==> src/addrgen_pkg.sv <==
/*
  Shared widths, encodings and request formats of the vector address generator.
  Every block of the unit and the testbench import this package.
*/
package addrgen_pkg;

  ////////////////////////////////////////
  // Widths
  ////////////////////////////////////////

  // Byte address on the memory bus
  typedef logic [31:0] addr_t;
  // Number of vector elements
  typedef logic [15:0] vlen_t;
  // Byte distance between two strided elements
  typedef logic [31:0] stride_t;

  ////////////////////////////////////////
  // Encodings
  ////////////////////////////////////////

  // Element width as log2 of its byte count
  typedef enum logic [1:0] {
    EW8  = 2'd0,
    EW16 = 2'd1,
    EW32 = 2'd2,
    EW64 = 2'd3
  } vew_e;

  // Supported vector memory operations
  typedef enum logic [1:0] {
    VLE  = 2'd0,
    VSE  = 2'd1,
    VLSE = 2'd2,
    VSSE = 2'd3
  } mem_op_e;

  ////////////////////////////////////////
  // Request formats
  ////////////////////////////////////////

  // Vector memory request from the core
  typedef struct packed {
    mem_op_e op;
    addr_t   addr;
    vlen_t   len;
    stride_t stride;
    vew_e    vew;
  } mem_req_t;

  // Checked command for the request generator
  typedef struct packed {
    addr_t   addr;
    vlen_t   len;
    stride_t stride;
    vew_e    vew;
    logic    is_load;
    // Unit-stride, issued as incrementing bursts
    logic    is_burst;
  } ag_cmd_t;

  // One AR/AW request, same layout for the load/store descriptor
  typedef struct packed {
    addr_t      addr;
    logic [7:0] len;
    logic [2:0] size;
    logic       is_load;
  } ax_req_t;

  // Bursts stay inside a 4 KiB page
  localparam int unsigned PageBits      = 12;
  localparam int unsigned MaxBurstBeats = 256;

endpackage

==> src/addrgen_ax_fsm.sv <==
/*
  Request generator. Turns one command into AR or AW requests, full-width
  bursts for unit-stride and single beats for strided accesses, and pushes
  a copy of each accepted request into the descriptor queue.
*/
`timescale 1ns/1ps

module addrgen_ax_fsm import addrgen_pkg::*; #(
  parameter int unsigned DataBytes = 8
) (
  input  logic    clk_i,
  input  logic    rst_ni,
  // Command from the front end
  input  ag_cmd_t cmd_i,
  input  logic    cmd_valid_i,
  output logic    cmd_done_o,
  // Scalar store still in flight in the core
  input  logic    core_st_pending_i,
  // Bus address channels
  output ax_req_t ar_o,
  output logic    ar_valid_o,
  input  logic    ar_ready_i,
  output ax_req_t aw_o,
  output logic    aw_valid_o,
  input  logic    aw_ready_i,
  // Descriptor queue
  input  logic    q_full_i,
  input  logic    q_empty_i,
  input  logic    q_head_is_load_i,
  output logic    q_push_o,
  output ax_req_t q_data_o
);

  localparam int unsigned DwLog = $clog2(DataBytes);

  typedef enum logic [1:0] {
    IDLE,
    WAITING,
    REQUESTING
  } state_e;

  state_e     state_q;
  state_e     state_d;
  // Current address and remaining elements live in here
  ag_cmd_t    cur_q;
  ag_cmd_t    cur_d;
  logic [8:0] beats;
  addr_t      next_addr;
  vlen_t      consumed;
  vlen_t      len_left;
  ax_req_t    ax_req;
  logic       order_ok;
  logic       issue;
  logic       ax_ready;
  logic       handshake;

  addrgen_burst_calc #(
    .DataBytes(DataBytes)
  ) i_burst_calc (
    .addr_i     (cur_q.addr),
    .len_i      (cur_q.len ),
    .vew_i      (cur_q.vew ),
    .beats_o    (beats     ),
    .next_addr_o(next_addr ),
    .consumed_o (consumed  )
  );

  ////////////////////////////////////////
  // Bus request
  ////////////////////////////////////////

  always_comb begin
    ax_req.addr    = cur_q.addr;
    ax_req.is_load = cur_q.is_load;
    if (cur_q.is_burst) begin
      ax_req.len  = 8'(beats - 9'd1);
      ax_req.size = 3'(DwLog);
    end else begin
      // One element per request
      ax_req.len  = '0;
      ax_req.size = {1'b0, cur_q.vew};
    end
  end

  // Switch direction only once the queue has drained the other one
  assign order_ok = q_empty_i || (q_head_is_load_i == cur_q.is_load);
  assign issue    = (state_q == REQUESTING) && order_ok && !q_full_i;

  assign ar_valid_o = issue && cur_q.is_load;
  assign aw_valid_o = issue && !cur_q.is_load;
  assign ar_o       = ax_req;
  assign aw_o       = ax_req;

  assign ax_ready  = cur_q.is_load ? ar_ready_i : aw_ready_i;
  assign handshake = issue && ax_ready;

  // Every accepted request becomes a descriptor
  assign q_push_o = handshake;
  assign q_data_o = ax_req;

  // Elements left after this request
  assign len_left   = cur_q.is_burst ? (cur_q.len - consumed) : (cur_q.len - vlen_t'(1));
  assign cmd_done_o = handshake && (len_left == '0);

  ////////////////////////////////////////
  // FSM
  ////////////////////////////////////////

  always_comb begin
    state_d = state_q;
    cur_d   = cur_q;
    case (state_q)
      IDLE: begin
        if (cmd_valid_i) begin
          cur_d   = cmd_i;
          state_d = core_st_pending_i ? WAITING : REQUESTING;
        end
      end
      WAITING: begin
        // Hold off until the scalar store is out
        if (!core_st_pending_i) begin
          state_d = REQUESTING;
        end
      end
      REQUESTING: begin
        if (handshake) begin
          cur_d.len  = len_left;
          // Bursts continue at the next aligned word, strided by one stride
          cur_d.addr = cur_q.is_burst ? next_addr : (cur_q.addr + cur_q.stride);
          if (len_left == '0) begin
            state_d = IDLE;
          end else if (core_st_pending_i) begin
            state_d = WAITING;
          end
        end
      end
      default: state_d = IDLE;
    endcase
  end

  always_ff @(posedge clk_i or negedge rst_ni) begin
    if (!rst_ni) begin
      state_q <= IDLE;
    end else begin
      state_q <= state_d;
    end
  end

  always_ff @(posedge clk_i) begin
    cur_q <= cur_d;
  end

  // Loads and stores never share a cycle on the bus
  a_one_channel: assert property (@(posedge clk_i) disable iff (!rst_ni)
    !(ar_valid_o && aw_valid_o));

  // Queue must have room for every accepted request
  a_no_push_full: assert property (@(posedge clk_i) disable iff (!rst_ni)
    q_push_o |-> !q_full_i);

  // Stalled request stays up and unchanged until ready
  a_hold_request: assert property (@(posedge clk_i) disable iff (!rst_ni)
    (issue && !ax_ready) |=> (issue && $stable(ax_req)));

endmodule

==> src/addrgen_burst_calc.sv <==
/*
  Combinational size calculator for one unit-stride burst. Given the current
  address and the remaining elements it returns the beat count, the aligned
  start of the following burst and the number of elements covered.
*/
`timescale 1ns/1ps

module addrgen_burst_calc import addrgen_pkg::*; #(
  parameter int unsigned DataBytes = 8
) (
  input  addr_t      addr_i,
  input  vlen_t      len_i,
  input  vew_e       vew_i,
  output logic [8:0] beats_o,
  output addr_t      next_addr_o,
  output vlen_t      consumed_o
);

  localparam int unsigned DwLog = $clog2(DataBytes);

  // One extra bit so a page end at the top of memory does not wrap
  typedef logic [$bits(addr_t):0] ext_addr_t;

  localparam ext_addr_t WordMask = ~ext_addr_t'(DataBytes - 1);

  ext_addr_t addr_ext;
  ext_addr_t start;
  ext_addr_t data_bytes;
  ext_addr_t data_end;
  ext_addr_t max_end;
  ext_addr_t page_end;
  ext_addr_t span_end;
  ext_addr_t span_bytes;
  ext_addr_t elem_bytes;
  ext_addr_t elem_cnt;

  always_comb begin
    addr_ext = {1'b0, addr_i};
    // Burst starts on the bus word holding the first element
    start    = addr_ext & WordMask;

    ////////////////////////////////////////
    // Candidate ends, all exclusive
    ////////////////////////////////////////

    // Word after the last byte still to transfer
    data_bytes = ext_addr_t'(len_i) << vew_i;
    data_end   = ((addr_ext + data_bytes - ext_addr_t'(1)) & WordMask)
                 + ext_addr_t'(DataBytes);
    // Longest burst the bus allows
    max_end    = start + (ext_addr_t'(MaxBurstBeats) << DwLog);
    // Base of the next page
    page_end   = ((addr_ext >> PageBits) + ext_addr_t'(1)) << PageBits;

    // Earliest of the three
    span_end = data_end;
    if (max_end < span_end) begin
      span_end = max_end;
    end
    if (page_end < span_end) begin
      span_end = page_end;
    end

    span_bytes  = span_end - start;
    beats_o     = 9'(span_bytes >> DwLog);
    next_addr_o = addr_t'(span_end);

    // Elements from the real start on, the last burst may overshoot
    elem_bytes = span_end - addr_ext;
    elem_cnt   = elem_bytes >> vew_i;
    if (elem_cnt >= ext_addr_t'(len_i)) begin
      consumed_o = len_i;
    end else begin
      consumed_o = vlen_t'(elem_cnt);
    end
  end

endmodule

==> src/addrgen_cmd_fsm.sv <==
/*
  Front end of the address generator. Takes one memory request at a time,
  refuses bases not aligned to the element width and otherwise hands a
  command to the request generator, acknowledging once it is fully issued.
*/
`timescale 1ns/1ps

module addrgen_cmd_fsm import addrgen_pkg::*; (
  input  logic     clk_i,
  input  logic     rst_ni,
  // Request side
  input  mem_req_t req_i,
  input  logic     req_valid_i,
  output logic     req_ready_o,
  // Command to the request generator
  output ag_cmd_t  cmd_o,
  output logic     cmd_valid_o,
  input  logic     cmd_done_i,
  // Completion pulses
  output logic     ack_o,
  output logic     error_o
);

  typedef enum logic [1:0] {
    IDLE,
    CHECK,
    ISSUE
  } state_e;

  state_e   state_q;
  state_e   state_d;
  mem_req_t req_q;
  logic     misaligned;

  // Any address bit below the element size set
  function automatic logic is_misaligned(addr_t addr, vew_e vew);
    addr_t mask;
    mask = (addr_t'(1) << vew) - addr_t'(1);
    return |(addr & mask);
  endfunction

  // New requests only while idle
  assign req_ready_o = (state_q == IDLE);
  assign misaligned  = is_misaligned(req_q.addr, req_q.vew);

  ////////////////////////////////////////
  // Command
  ////////////////////////////////////////

  always_comb begin
    cmd_o.addr     = req_q.addr;
    cmd_o.len      = req_q.len;
    cmd_o.stride   = req_q.stride;
    cmd_o.vew      = req_q.vew;
    cmd_o.is_load  = req_q.op inside {VLE, VLSE};
    cmd_o.is_burst = req_q.op inside {VLE, VSE};
  end

  // Held until the last bus request handshakes
  assign cmd_valid_o = (state_q == ISSUE);

  ////////////////////////////////////////
  // FSM
  ////////////////////////////////////////

  always_comb begin
    state_d = state_q;
    ack_o   = 1'b0;
    error_o = 1'b0;
    case (state_q)
      IDLE: begin
        if (req_valid_i) begin
          state_d = CHECK;
        end
      end
      CHECK: begin
        if (misaligned) begin
          // Refused, nothing reaches the bus
          ack_o   = 1'b1;
          error_o = 1'b1;
          state_d = IDLE;
        end else if (req_q.len == '0) begin
          // Empty vector, done right away
          ack_o   = 1'b1;
          state_d = IDLE;
        end else begin
          state_d = ISSUE;
        end
      end
      ISSUE: begin
        if (cmd_done_i) begin
          ack_o   = 1'b1;
          state_d = IDLE;
        end
      end
      default: state_d = IDLE;
    endcase
  end

  always_ff @(posedge clk_i or negedge rst_ni) begin
    if (!rst_ni) begin
      state_q <= IDLE;
    end else begin
      state_q <= state_d;
    end
  end

  // Request payload, captured on acceptance
  always_ff @(posedge clk_i) begin
    if (req_valid_i && req_ready_o) begin
      req_q <= req_i;
    end
  end

  // No completion without an accepted request
  a_no_ack_in_idle: assert property (@(posedge clk_i) disable iff (!rst_ni)
    ack_o |-> (state_q != IDLE));

  // Generator only finishes a command that is being presented
  a_done_in_issue: assert property (@(posedge clk_i) disable iff (!rst_ni)
    cmd_done_i |-> (state_q == ISSUE));

endmodule

==> src/addrgen_desc_fifo.sv <==
/*
  Descriptor queue towards the load and store units. Circular buffer with
  registered full and empty flags, the head entry is shown on data_o.
*/
`timescale 1ns/1ps

module addrgen_desc_fifo import addrgen_pkg::*; #(
  parameter int unsigned QueueDepth = 4
) (
  input  logic    clk_i,
  input  logic    rst_ni,
  input  logic    push_i,
  input  ax_req_t data_i,
  input  logic    pop_i,
  output ax_req_t data_o,
  output logic    full_o,
  output logic    empty_o
);

  localparam int unsigned PtrW = (QueueDepth > 1) ? $clog2(QueueDepth) : 1;
  localparam int unsigned CntW = $clog2(QueueDepth + 1);

  typedef logic [PtrW-1:0] ptr_t;
  typedef logic [CntW-1:0] cnt_t;

  ax_req_t mem_q [QueueDepth];
  ptr_t    rd_ptr_q;
  ptr_t    wr_ptr_q;
  cnt_t    count_q;

  // Wraps for depths that are not a power of two
  function automatic ptr_t ptr_inc(ptr_t ptr);
    return (ptr == ptr_t'(QueueDepth - 1)) ? '0 : (ptr + ptr_t'(1));
  endfunction

  assign data_o  = mem_q[rd_ptr_q];
  assign full_o  = (count_q == cnt_t'(QueueDepth));
  assign empty_o = (count_q == '0);

  ////////////////////////////////////////
  // Pointers and fill level
  ////////////////////////////////////////

  always_ff @(posedge clk_i or negedge rst_ni) begin
    if (!rst_ni) begin
      rd_ptr_q <= '0;
      wr_ptr_q <= '0;
      count_q  <= '0;
    end else begin
      if (push_i) begin
        wr_ptr_q <= ptr_inc(wr_ptr_q);
      end
      if (pop_i) begin
        rd_ptr_q <= ptr_inc(rd_ptr_q);
      end
      case ({push_i, pop_i})
        2'b10:   count_q <= count_q + cnt_t'(1);
        2'b01:   count_q <= count_q - cnt_t'(1);
        default: count_q <= count_q;
      endcase
    end
  end

  // Storage
  always_ff @(posedge clk_i) begin
    if (push_i) begin
      mem_q[wr_ptr_q] <= data_i;
    end
  end

  // Consumer only pops a descriptor it was shown
  a_no_pop_empty: assert property (@(posedge clk_i) disable iff (!rst_ni)
    pop_i |-> !empty_o);

endmodule

==> src/addrgen_top.sv <==
/*
  Vector memory address generator. Connects the request front end, the
  AR/AW request generator and the descriptor queue for the load/store units.
*/
`timescale 1ns/1ps

module addrgen_top import addrgen_pkg::*; #(
  parameter int unsigned DataBytes  = 8,
  parameter int unsigned QueueDepth = 4
) (
  input  logic     clk_i,
  input  logic     rst_ni,
  // Vector memory requests
  input  mem_req_t req_i,
  input  logic     req_valid_i,
  output logic     req_ready_o,
  output logic     ack_o,
  output logic     error_o,
  input  logic     core_st_pending_i,
  // Read address channel
  output ax_req_t  ar_o,
  output logic     ar_valid_o,
  input  logic     ar_ready_i,
  // Write address channel
  output ax_req_t  aw_o,
  output logic     aw_valid_o,
  input  logic     aw_ready_i,
  // Descriptors for the load/store units
  output ax_req_t  ldst_req_o,
  output logic     ldst_req_valid_o,
  input  logic     ldst_req_ready_i
);

  ag_cmd_t cmd;
  logic    cmd_valid;
  logic    cmd_done;
  ax_req_t q_data;
  logic    q_push;
  logic    q_pop;
  logic    q_full;
  logic    q_empty;

  // Queue head is the descriptor output, popped on handshake
  assign ldst_req_valid_o = !q_empty;
  assign q_pop            = ldst_req_valid_o && ldst_req_ready_i;

  addrgen_cmd_fsm i_cmd_fsm (
    .clk_i      (clk_i      ),
    .rst_ni     (rst_ni     ),
    .req_i      (req_i      ),
    .req_valid_i(req_valid_i),
    .req_ready_o(req_ready_o),
    .cmd_o      (cmd        ),
    .cmd_valid_o(cmd_valid  ),
    .cmd_done_i (cmd_done   ),
    .ack_o      (ack_o      ),
    .error_o    (error_o    )
  );

  addrgen_ax_fsm #(
    .DataBytes(DataBytes)
  ) i_ax_fsm (
    .clk_i            (clk_i            ),
    .rst_ni           (rst_ni           ),
    .cmd_i            (cmd              ),
    .cmd_valid_i      (cmd_valid        ),
    .cmd_done_o       (cmd_done         ),
    .core_st_pending_i(core_st_pending_i),
    .ar_o             (ar_o             ),
    .ar_valid_o       (ar_valid_o       ),
    .ar_ready_i       (ar_ready_i       ),
    .aw_o             (aw_o             ),
    .aw_valid_o       (aw_valid_o       ),
    .aw_ready_i       (aw_ready_i       ),
    .q_full_i         (q_full           ),
    .q_empty_i        (q_empty          ),
    .q_head_is_load_i (ldst_req_o.is_load),
    .q_push_o         (q_push           ),
    .q_data_o         (q_data           )
  );

  addrgen_desc_fifo #(
    .QueueDepth(QueueDepth)
  ) i_desc_fifo (
    .clk_i  (clk_i     ),
    .rst_ni (rst_ni    ),
    .push_i (q_push    ),
    .data_i (q_data    ),
    .pop_i  (q_pop     ),
    .data_o (ldst_req_o),
    .full_o (q_full    ),
    .empty_o(q_empty   )
  );

endmodule
==> config.mk <==
export PLATFORM = sky130hd
export DESIGN_NAME = addrgen_top
export DESIGN_NICKNAME = d
export VERILOG_FILES = /design/src/addrgen_pkg.sv /design/src/addrgen_ax_fsm.sv /design/src/addrgen_burst_calc.sv /design/src/addrgen_cmd_fsm.sv /design/src/addrgen_desc_fifo.sv /design/src/addrgen_top.sv
export SDC_FILE = /design/constraint.sdc
export NUM_CORES = 1
export LEC_CHECK = 0
export ABC_AREA = 1
export BUFFER_PORTS_ARGS = -buffer_cell sky130_fd_sc_hd__buf_2
export CAP_MARGIN = 10
export CORE_MARGIN = 2
export CORE_UTILIZATION = 40
export DETAILED_ROUTE_END_ITERATION = 7
export HOLD_SLACK_MARGIN = 0.03
export SLEW_MARGIN = 0
export SYNTH_ARGS = -nofsm -noshare
export SYNTH_HDL_FRONTEND = slang
export SYNTH_SLANG_ARGS = --single-unit
==> constraint.sdc <==
create_clock -name clk_i -period 45.3 [get_ports clk_i]
set_input_delay 11.325 -clock clk_i [delete_from_list [all_inputs] [get_ports clk_i]]
set_output_delay 11.325 -clock clk_i [all_outputs]
set_load 0.02 [all_outputs]
# [Word level (Yosys, flattened, before mapping)]
# Memories as Yosys holds them, arrays and structs flattened.
# Cells that the tools add are included.
[classes] n_mux=33 n_reduce_logical=27 eq_ne=18 shift=3 magnitude_cmp=3 bitwise=1 addsub=16
[op_table] operator="$pmux W48 S2" n=1
[op_table] operator="$mux W84" n=1
[op_table] operator="$lt A33 B33 Y1" n=2
[op_table] operator="$mux W33" n=2
[op_table] operator="$mux W48" n=1
[op_table] operator="$add A32 B12 Y33 const B" n=1
[op_table] operator="$add A32 B33 Y33" n=1
[op_table] operator="$add A33 B4 Y33 const B" n=1
[op_table] operator="$ge A33 B16 Y1" n=1
[op_table] operator="$shl A16 B2 Y33" n=1
[op_table] operator="$shr A33 B2 Y33" n=1
[op_table] operator="$sub A33 B1 Y33 const B" n=1
[op_table] operator="$sub A33 B32 Y33" n=1
[op_table] operator="$add A32 B32 Y32" n=1
[op_table] operator="$and A32 B32 Y32" n=1
[op_table] operator="$logic_not A16 Y1" n=2
[op_table] operator="$mux W16" n=2
[op_table] operator="$mux W32" n=1
[op_table] operator="$reduce_or A32 Y1" n=1
[op_table] operator="$shl A1 B2 Y32 const A" n=1
[op_table] operator="$sub A32 B1 Y32 const B" n=1
[op_table] operator="$mux W2" n=12
[op_table] operator="$add A20 B1 Y21 const B" n=1
[op_table] operator="$sub A16 B1 Y16 const B" n=1
[op_table] operator="other kinds (27)" n=62
[totals] input_bits=91 ram_bits=176 reg_bits=179 out_inout_bits=138 wordCells=118 memories=1
[mem_list] memory="i_desc_fifo.mem_q" words=4 width=44 read_ports=1 rd_clocked_by_memory_dff=0 write_ports=1 line="addrgen_desc_fifo.sv:26" source="ax_req_t mem_q [QueueDepth];"

# [Depth between registers and ports, before layout]
[depth] depth_word=18 ltp_mapped=118 depth_no_buf=109

# [Modules after synthesis]
# A second synthesis with hierarchy kept.
[unflattened] hier_cells=3565 hier_area_um2=28164.5
[modules_own_cells] module="addrgen_burst_calc" seq_area_each_um2=0.0 area_each_um2=9489.1 instances=1 cells_per_inst=1708
[modules_own_cells] module="addrgen_ax_fsm" seq_area_each_um2=2572.5 area_each_um2=7643.6 instances=1 cells_per_inst=1039
[modules_own_cells] module="addrgen_desc_fifo" seq_area_each_um2=5460.2 area_each_um2=7445.9 instances=1 cells_per_inst=567
[modules_own_cells] module="addrgen_cmd_fsm" seq_area_each_um2=2572.5 area_each_um2=3572.2 instances=1 cells_per_inst=248
[modules_own_cells] module="addrgen_top" seq_area_each_um2=0.0 area_each_um2=13.8 instances=1 cells_per_inst=3

# [Worst setup path after synthesis]
# No wires, ideal clock.
[synth_timing] kind="register to output" from="register i_ax_fsm.cur_q[2] in the netlist's numbering" to="output ack_o" arrival_time_ns=14.592 path_stages_with_launch=107 n_path_buf=9 t_required_ns=33.975 slack_ns=19.383 path_cell_list="edfxtp_1 clkbuf_1 buf_1 clkbuf_1 clkbuf_1 nand2_1 o21ai_0 inv_1 nand2_1 o21ai_0 ha_1 inv_1 ha_1 a21oi_1 o21ai_1 a21oi_1 nand2_1 nand2_1 [71 not listed] nor2_1 a211oi_1 o21ai_0 a21oi_1 o21bai_1 a21oi_1 inv_1 a21oi_1 o31ai_1 a21oi_1 nor2_1 nor2_1 xor2_1 nor4_1 nand3_2 nor2_1 nand2_1 a21boi_1"
[synth_between] elab_chain_len=18
[synth_rtl] element="from (decl)" line="addrgen_ax_fsm.sv:45" source="ag_cmd_t cur_q;"
[synth_rtl] element="from (signal assigned)" line="addrgen_ax_fsm.sv:150" source="cur_q <= cur_d;"
[synth_rtl] element="$shl A16 B2 Y33" line="addrgen_burst_calc.sv:47" source="data_bytes = ext_addr_t'(len_i) << vew_i;"
[synth_rtl] element="$add A32 B33 Y33" line="addrgen_burst_calc.sv:48" source="data_end = ((addr_ext + data_bytes - ext_addr_t'(1)) & WordMask)"
[synth_rtl] element="$sub A33 B1 Y33" line="addrgen_burst_calc.sv:48"
[synth_rtl] element="$add A33 B4 Y33" line="addrgen_burst_calc.sv:49" source="+ ext_addr_t'(DataBytes);"
[synth_rtl] element="$lt A33 B33 Y1" line="addrgen_burst_calc.sv:57" source="if (max_end < span_end) begin"
[synth_rtl] element="$mux W33" line="addrgen_burst_calc.sv:57"
[synth_rtl] element="$lt A33 B33 Y1" line="addrgen_burst_calc.sv:60" source="if (page_end < span_end) begin"
[synth_rtl] element="$mux W33" line="addrgen_burst_calc.sv:60"
[synth_rtl] element="[2 not listed]"
[synth_rtl] element="$ge A33 B16 Y1" line="addrgen_burst_calc.sv:71" source="if (elem_cnt >= ext_addr_t'(len_i)) begin"
[synth_rtl] element="$mux W16 (*)" line="addrgen_burst_calc.sv:71"
[synth_rtl] element="$sub A16 B16 Y16 (*)" line="addrgen_ax_fsm.sv:102" source="assign len_left = cur_q.is_burst ? (cur_q.len - consumed) : (cur_q.len - vlen_t'(1));"
[synth_rtl] element="$mux W16 (*)" line="addrgen_ax_fsm.sv:102"
[synth_rtl] element="$logic_not A16 Y1 (*)" line="addrgen_ax_fsm.sv:103" source="assign cmd_done_o = handshake && (len_left == '0);"
[synth_rtl] element="$logic_and A1 B1 Y1 (*)" line="addrgen_ax_fsm.sv:103"
[synth_rtl] element="$mux W1 (*)" line="addrgen_cmd_fsm.sv:91" source="if (cmd_done_i) begin"
[synth_rtl] element="$pmux W1 S2 (*)" line="addrgen_cmd_fsm.sv:70" source="case (state_q)"
[synth_rtl] element="to (decl)" line="addrgen_top.sv:17" source="output logic ack_o,"
# Every way passes the cells marked *; elsewhere a longest branch is shown, timed or not.

# [Worst setup path in the final report]
[layout_timing] from="register i_ax_fsm.cur_q[3] in the netlist's numbering" to="output ack_o"
# The elaborated chain is that of the path after synthesis.

==> metrics.md <==
| Metric | Value |
|---|---|
| Req. time, crit path | about 34 ns |
| Hpwl dp | 58,200 um |
| Syn Area/Cell | 8.37 um2 |
| Filler cells | 6,234 |
| H-tree lvl count | 2 |
| Reg2reg path depth | 90 |
| WHS Endpoint | i_ax_fsm.cur_q[19] |
| Ant. Diodes | 0 |
| CP max stage cell | edfxtp_1 |
| RD Place Congestion | 0.958 |
| Grt total ovfl | 0 |
| DRC | 0 |
| Clock latency at the later pin of the worst-skew pair | 0.56 ns |
| Status | completed |
| EDFF count, synth | 340 |
| Routed WL | 75,300 um |
| Synthesized cell area | 25,000 um2 |
| Most used DFF post-synth | edfxtp_1 |
| Wirelength per Cell | 18.9 um |
| Hold-fix buffers, CTS | 0 |
| Setup TNS Final | 0 ns |
| Yosys Warn Count | 0 |
| RSZ-0062 raised after global routing | no |
| Starting Density | 40.4% |
| Total number of vias | roughly 21k |
| Initial antenna violation count | 2 |
| Reg-to-Reg Start | i_ax_fsm.cur_q[3] |
| Sequential fraction of the synthesis area | 42.0% |
| Synth unique cells | 59 |
| Tot GR Track Use | between 20% and 30% |
| Total die area | 64,400 um2 |
| Final setup violating endpoints | 0 |
| Maximum root-to-sink buffer count | 3 |
| Hold Violations, Final | 0 |
| Synth top area cells | edfxtp_1 (41%), ha_1 (11%), nand2_1 (8.5%), o21ai_0 (5.8%), inv_1 (5.2%) |
| Layout cells sized above 1 | 12.9% |
| Reg2reg end | i_cmd_fsm.state_q[0] |
| CTS Buf Count | 38 |
| Pin count of the biggest net entering global routing | 89 |
| IO Port Bufs | 225 |
| Nets | between 3k and 4k |
| Max Fclk | 33.2 MHz |
| Top cell type's share of synthesized area | 40.9% |
| Worst slew pin tran | 1.16 ns |
| Area Overhead vs Synth | 11.1% |
| CP max FO | 50 |
| Worst Setup End Kind | output port |
| Relative max-transition margin | 22.8% |
| CTS tree | yes |
| Mapped Cells | between 2k and 3k |
| Initial DRC count | ~1.9k |
| Cell with the most instances after synthesis | nand2_1 |
| Worst Min Path Start | i_cmd_fsm.cmd_o[19] |
| Hold Path Depth | 0 |
| Vias in the first global route | 19.4k |
| Critical path class | reg -> out |
| Finished Layout Cells | 3,988 |
| Synth Register Bits | 351 |
| PostCTS Resize Cnt | 0 |
| Vias per cell | 5.27 |
| Period utilisation layout | 66.4% |
| Setup Buffers After CTS | 0 |
| Min Tclk post-route | 30.10 ns |
| CTS clock-pin slew for the worst setup and hold paths | 0.06 ns |
| Placed insts | 3,919 |
| I/O pin cnt | 229 |
| Die Ht | 254 um |
| Clk sinks | 351 |
| Clock Skews | between 0.02 and 0.03 ns |
| Die Wd | 254 um |
| Max-slew violations | 0 |
| Initial DRT Pass Iterations | 6 |
| Crit path DAT | approximately 19 ns |
| Dominant cell type by area after synthesis | edfxtp_1 |
| First-pass GRT wire length | 114,000 um |
| Max Cap Violations | 0 |
| Num rows | just over 90 |
| Asr flop ratio synth | 3.13% |
| Commonest cells in the netlist | nand2_1 (562), inv_1 (347), edfxtp_1 (340), o21ai_0 (291), nor2_1 (263) |
| Routed Antenna Nets | 0 |
| Total core area | 61,700 um2 |
| R2R Setup Slk | around 27 ns |
| Min-Delay Path Class | reg -> reg |
| Crit-path max cell delay | 0.96 ns |
| Root buffer cell | clkbuf_16 |
| Startpoint Class | register |
-- metrics by stage --
step	setup slack (ns)	cell area, um2	util, %	hold slack (ns)
2_1_floorplan	19.38	25000	-	0.400
3_3_place_gp	16.17	26500	43.0	0.405
3_5_place_dp	16.15	26500	43.0	0.405
4_1_cts	15.50	27700	44.9	0.418
5_1_grt	13.26	27700	44.9	0.419
6_report	15.20	27700	44.9	0.407
-- cell usage in the layout, fill, tap and decap left out, types with 5 or more instances in the layout --
| cell | count |
|---|---|
| a211oi_1 | 10 |
| a21o_1 | 5 |
| a21oi_1 | 169 |
| a31oi_1 | 10 |
| buf_2 | 225 |
| buf_4 | 34 |
| clkbuf_1 | 11 |
| clkbuf_16 | 38 |
| dfrtp_1 | 10 |
| edfxtp_1 | 340 |
| ha_1 | 211 |
| inv_1 | 345 |
| inv_2 | 16 |
| mux2i_1 | 8 |
| nand2_1 | 562 |
| nand2_2 | 26 |
| nand3_1 | 205 |
| nand3_2 | 11 |
| nand3b_1 | 5 |
| nand4_1 | 32 |
| nor2_1 | 256 |
| nor2_2 | 10 |
| nor2_4 | 13 |
| nor3_1 | 24 |
| nor4_1 | 8 |
| o211ai_1 | 8 |
| o21ai_0 | 291 |
| o21ai_1 | 19 |
| o21bai_1 | 15 |
| o22ai_1 | 44 |
| o311ai_0 | 7 |
| or2_2 | 5 |
| xnor2_1 | 21 |
| xor2_1 | 94 |
-- registers in the layout (all words and copies together), names as in the netlist --
signal / count
i_cmd_fsm.state_q: 2
i_ax_fsm.cur_q: 51
i_desc_fifo.mem_q: 172
i_ax_fsm.state_q: 2
i_cmd_fsm.cmd_o: 82
i_desc_fifo.count_q: 3
i_cmd_fsm.req_q: 2
i_ax_fsm.ar_o: 33
i_desc_fifo.wr_ptr_q: 2
i_desc_fifo.rd_ptr_q: 2
-- routing by layer --
layer	wire length [um]	GRT usage [%]	vias to the layer above
li1	-	-	10400
met1	34100	32.3	9827
met2	34900	37.6	682
met3	4840	3.10	98
met4	1480	5.18	0
met5	0	0	-
-- area by class of cell --
cell class | instances | area (um2) | area share (%)
multi-input cells | 2110 | 12200 | 44.2
flip-flops and latches | 351 | 10500 | 37.8
well taps | 837 | 1050 | 3.78
clock buffers | 51 | 1020 | 3.68
clock inverters | 18 | 179 | 0.646
repair buffers | 259 | 1380 | 4.98
inverters | 362 | 1360 | 4.91
-- cell families (layout without fill, tap and decap cells) --
group                      after synthesis  in the layout  share of synthesized area (%)
xor gates and xnor gates               116            116                           4.10
muxes                                    8              8                          0.321
adders and majority gates              216            216                           11.0
DFF                                    351            351                           42.0
buffers and inverters                  523            690                           9.17
and+or+nand+nor                       1169           1169                           20.4
other                                    1              3                         0.0150
AOI/OAI and AO/OA                      598            598                           13.1
-- worst max-delay path by stage --
| stage | from | endpoint | slack [ns] | depth (start not counted) |
|---|---|---|---|---|
| floorplan | i_ax_fsm.cur_q[2] | ack_o | 19.38 | 106 |
| global placement | i_ax_fsm.cur_q[3] | ack_o | 16.17 | 92 |
| finish | i_ax_fsm.cur_q[3] | ack_o | 15.20 | 90 |
| global route | i_ax_fsm.cur_q[3] | ack_o | 13.26 | 90 |
| detailed placement | i_ax_fsm.cur_q[3] | ack_o | 16.15 | 93 |
| CTS | i_ax_fsm.cur_q[3] | ack_o | 15.50 | 91 |
-- critical path: cells and delay by family (launching register included) --
| kind | cells | cell delay (ns) |
|---|---|---|
| simple gates | 41 | 6.58 |
| mux | 1 | 0.27 |
| xor+xnor | 3 | 0.68 |
| buf+inv | 10 | 2.08 |
| flops | 1 | 0.96 |
| compound gates | 27 | 4.86 |
| fa+ha+maj | 8 | 2.70 |
Power is left out: the tool's default activity adds up to more than one toggle a clock period on the data nets, which glitch-free logic cannot reach.
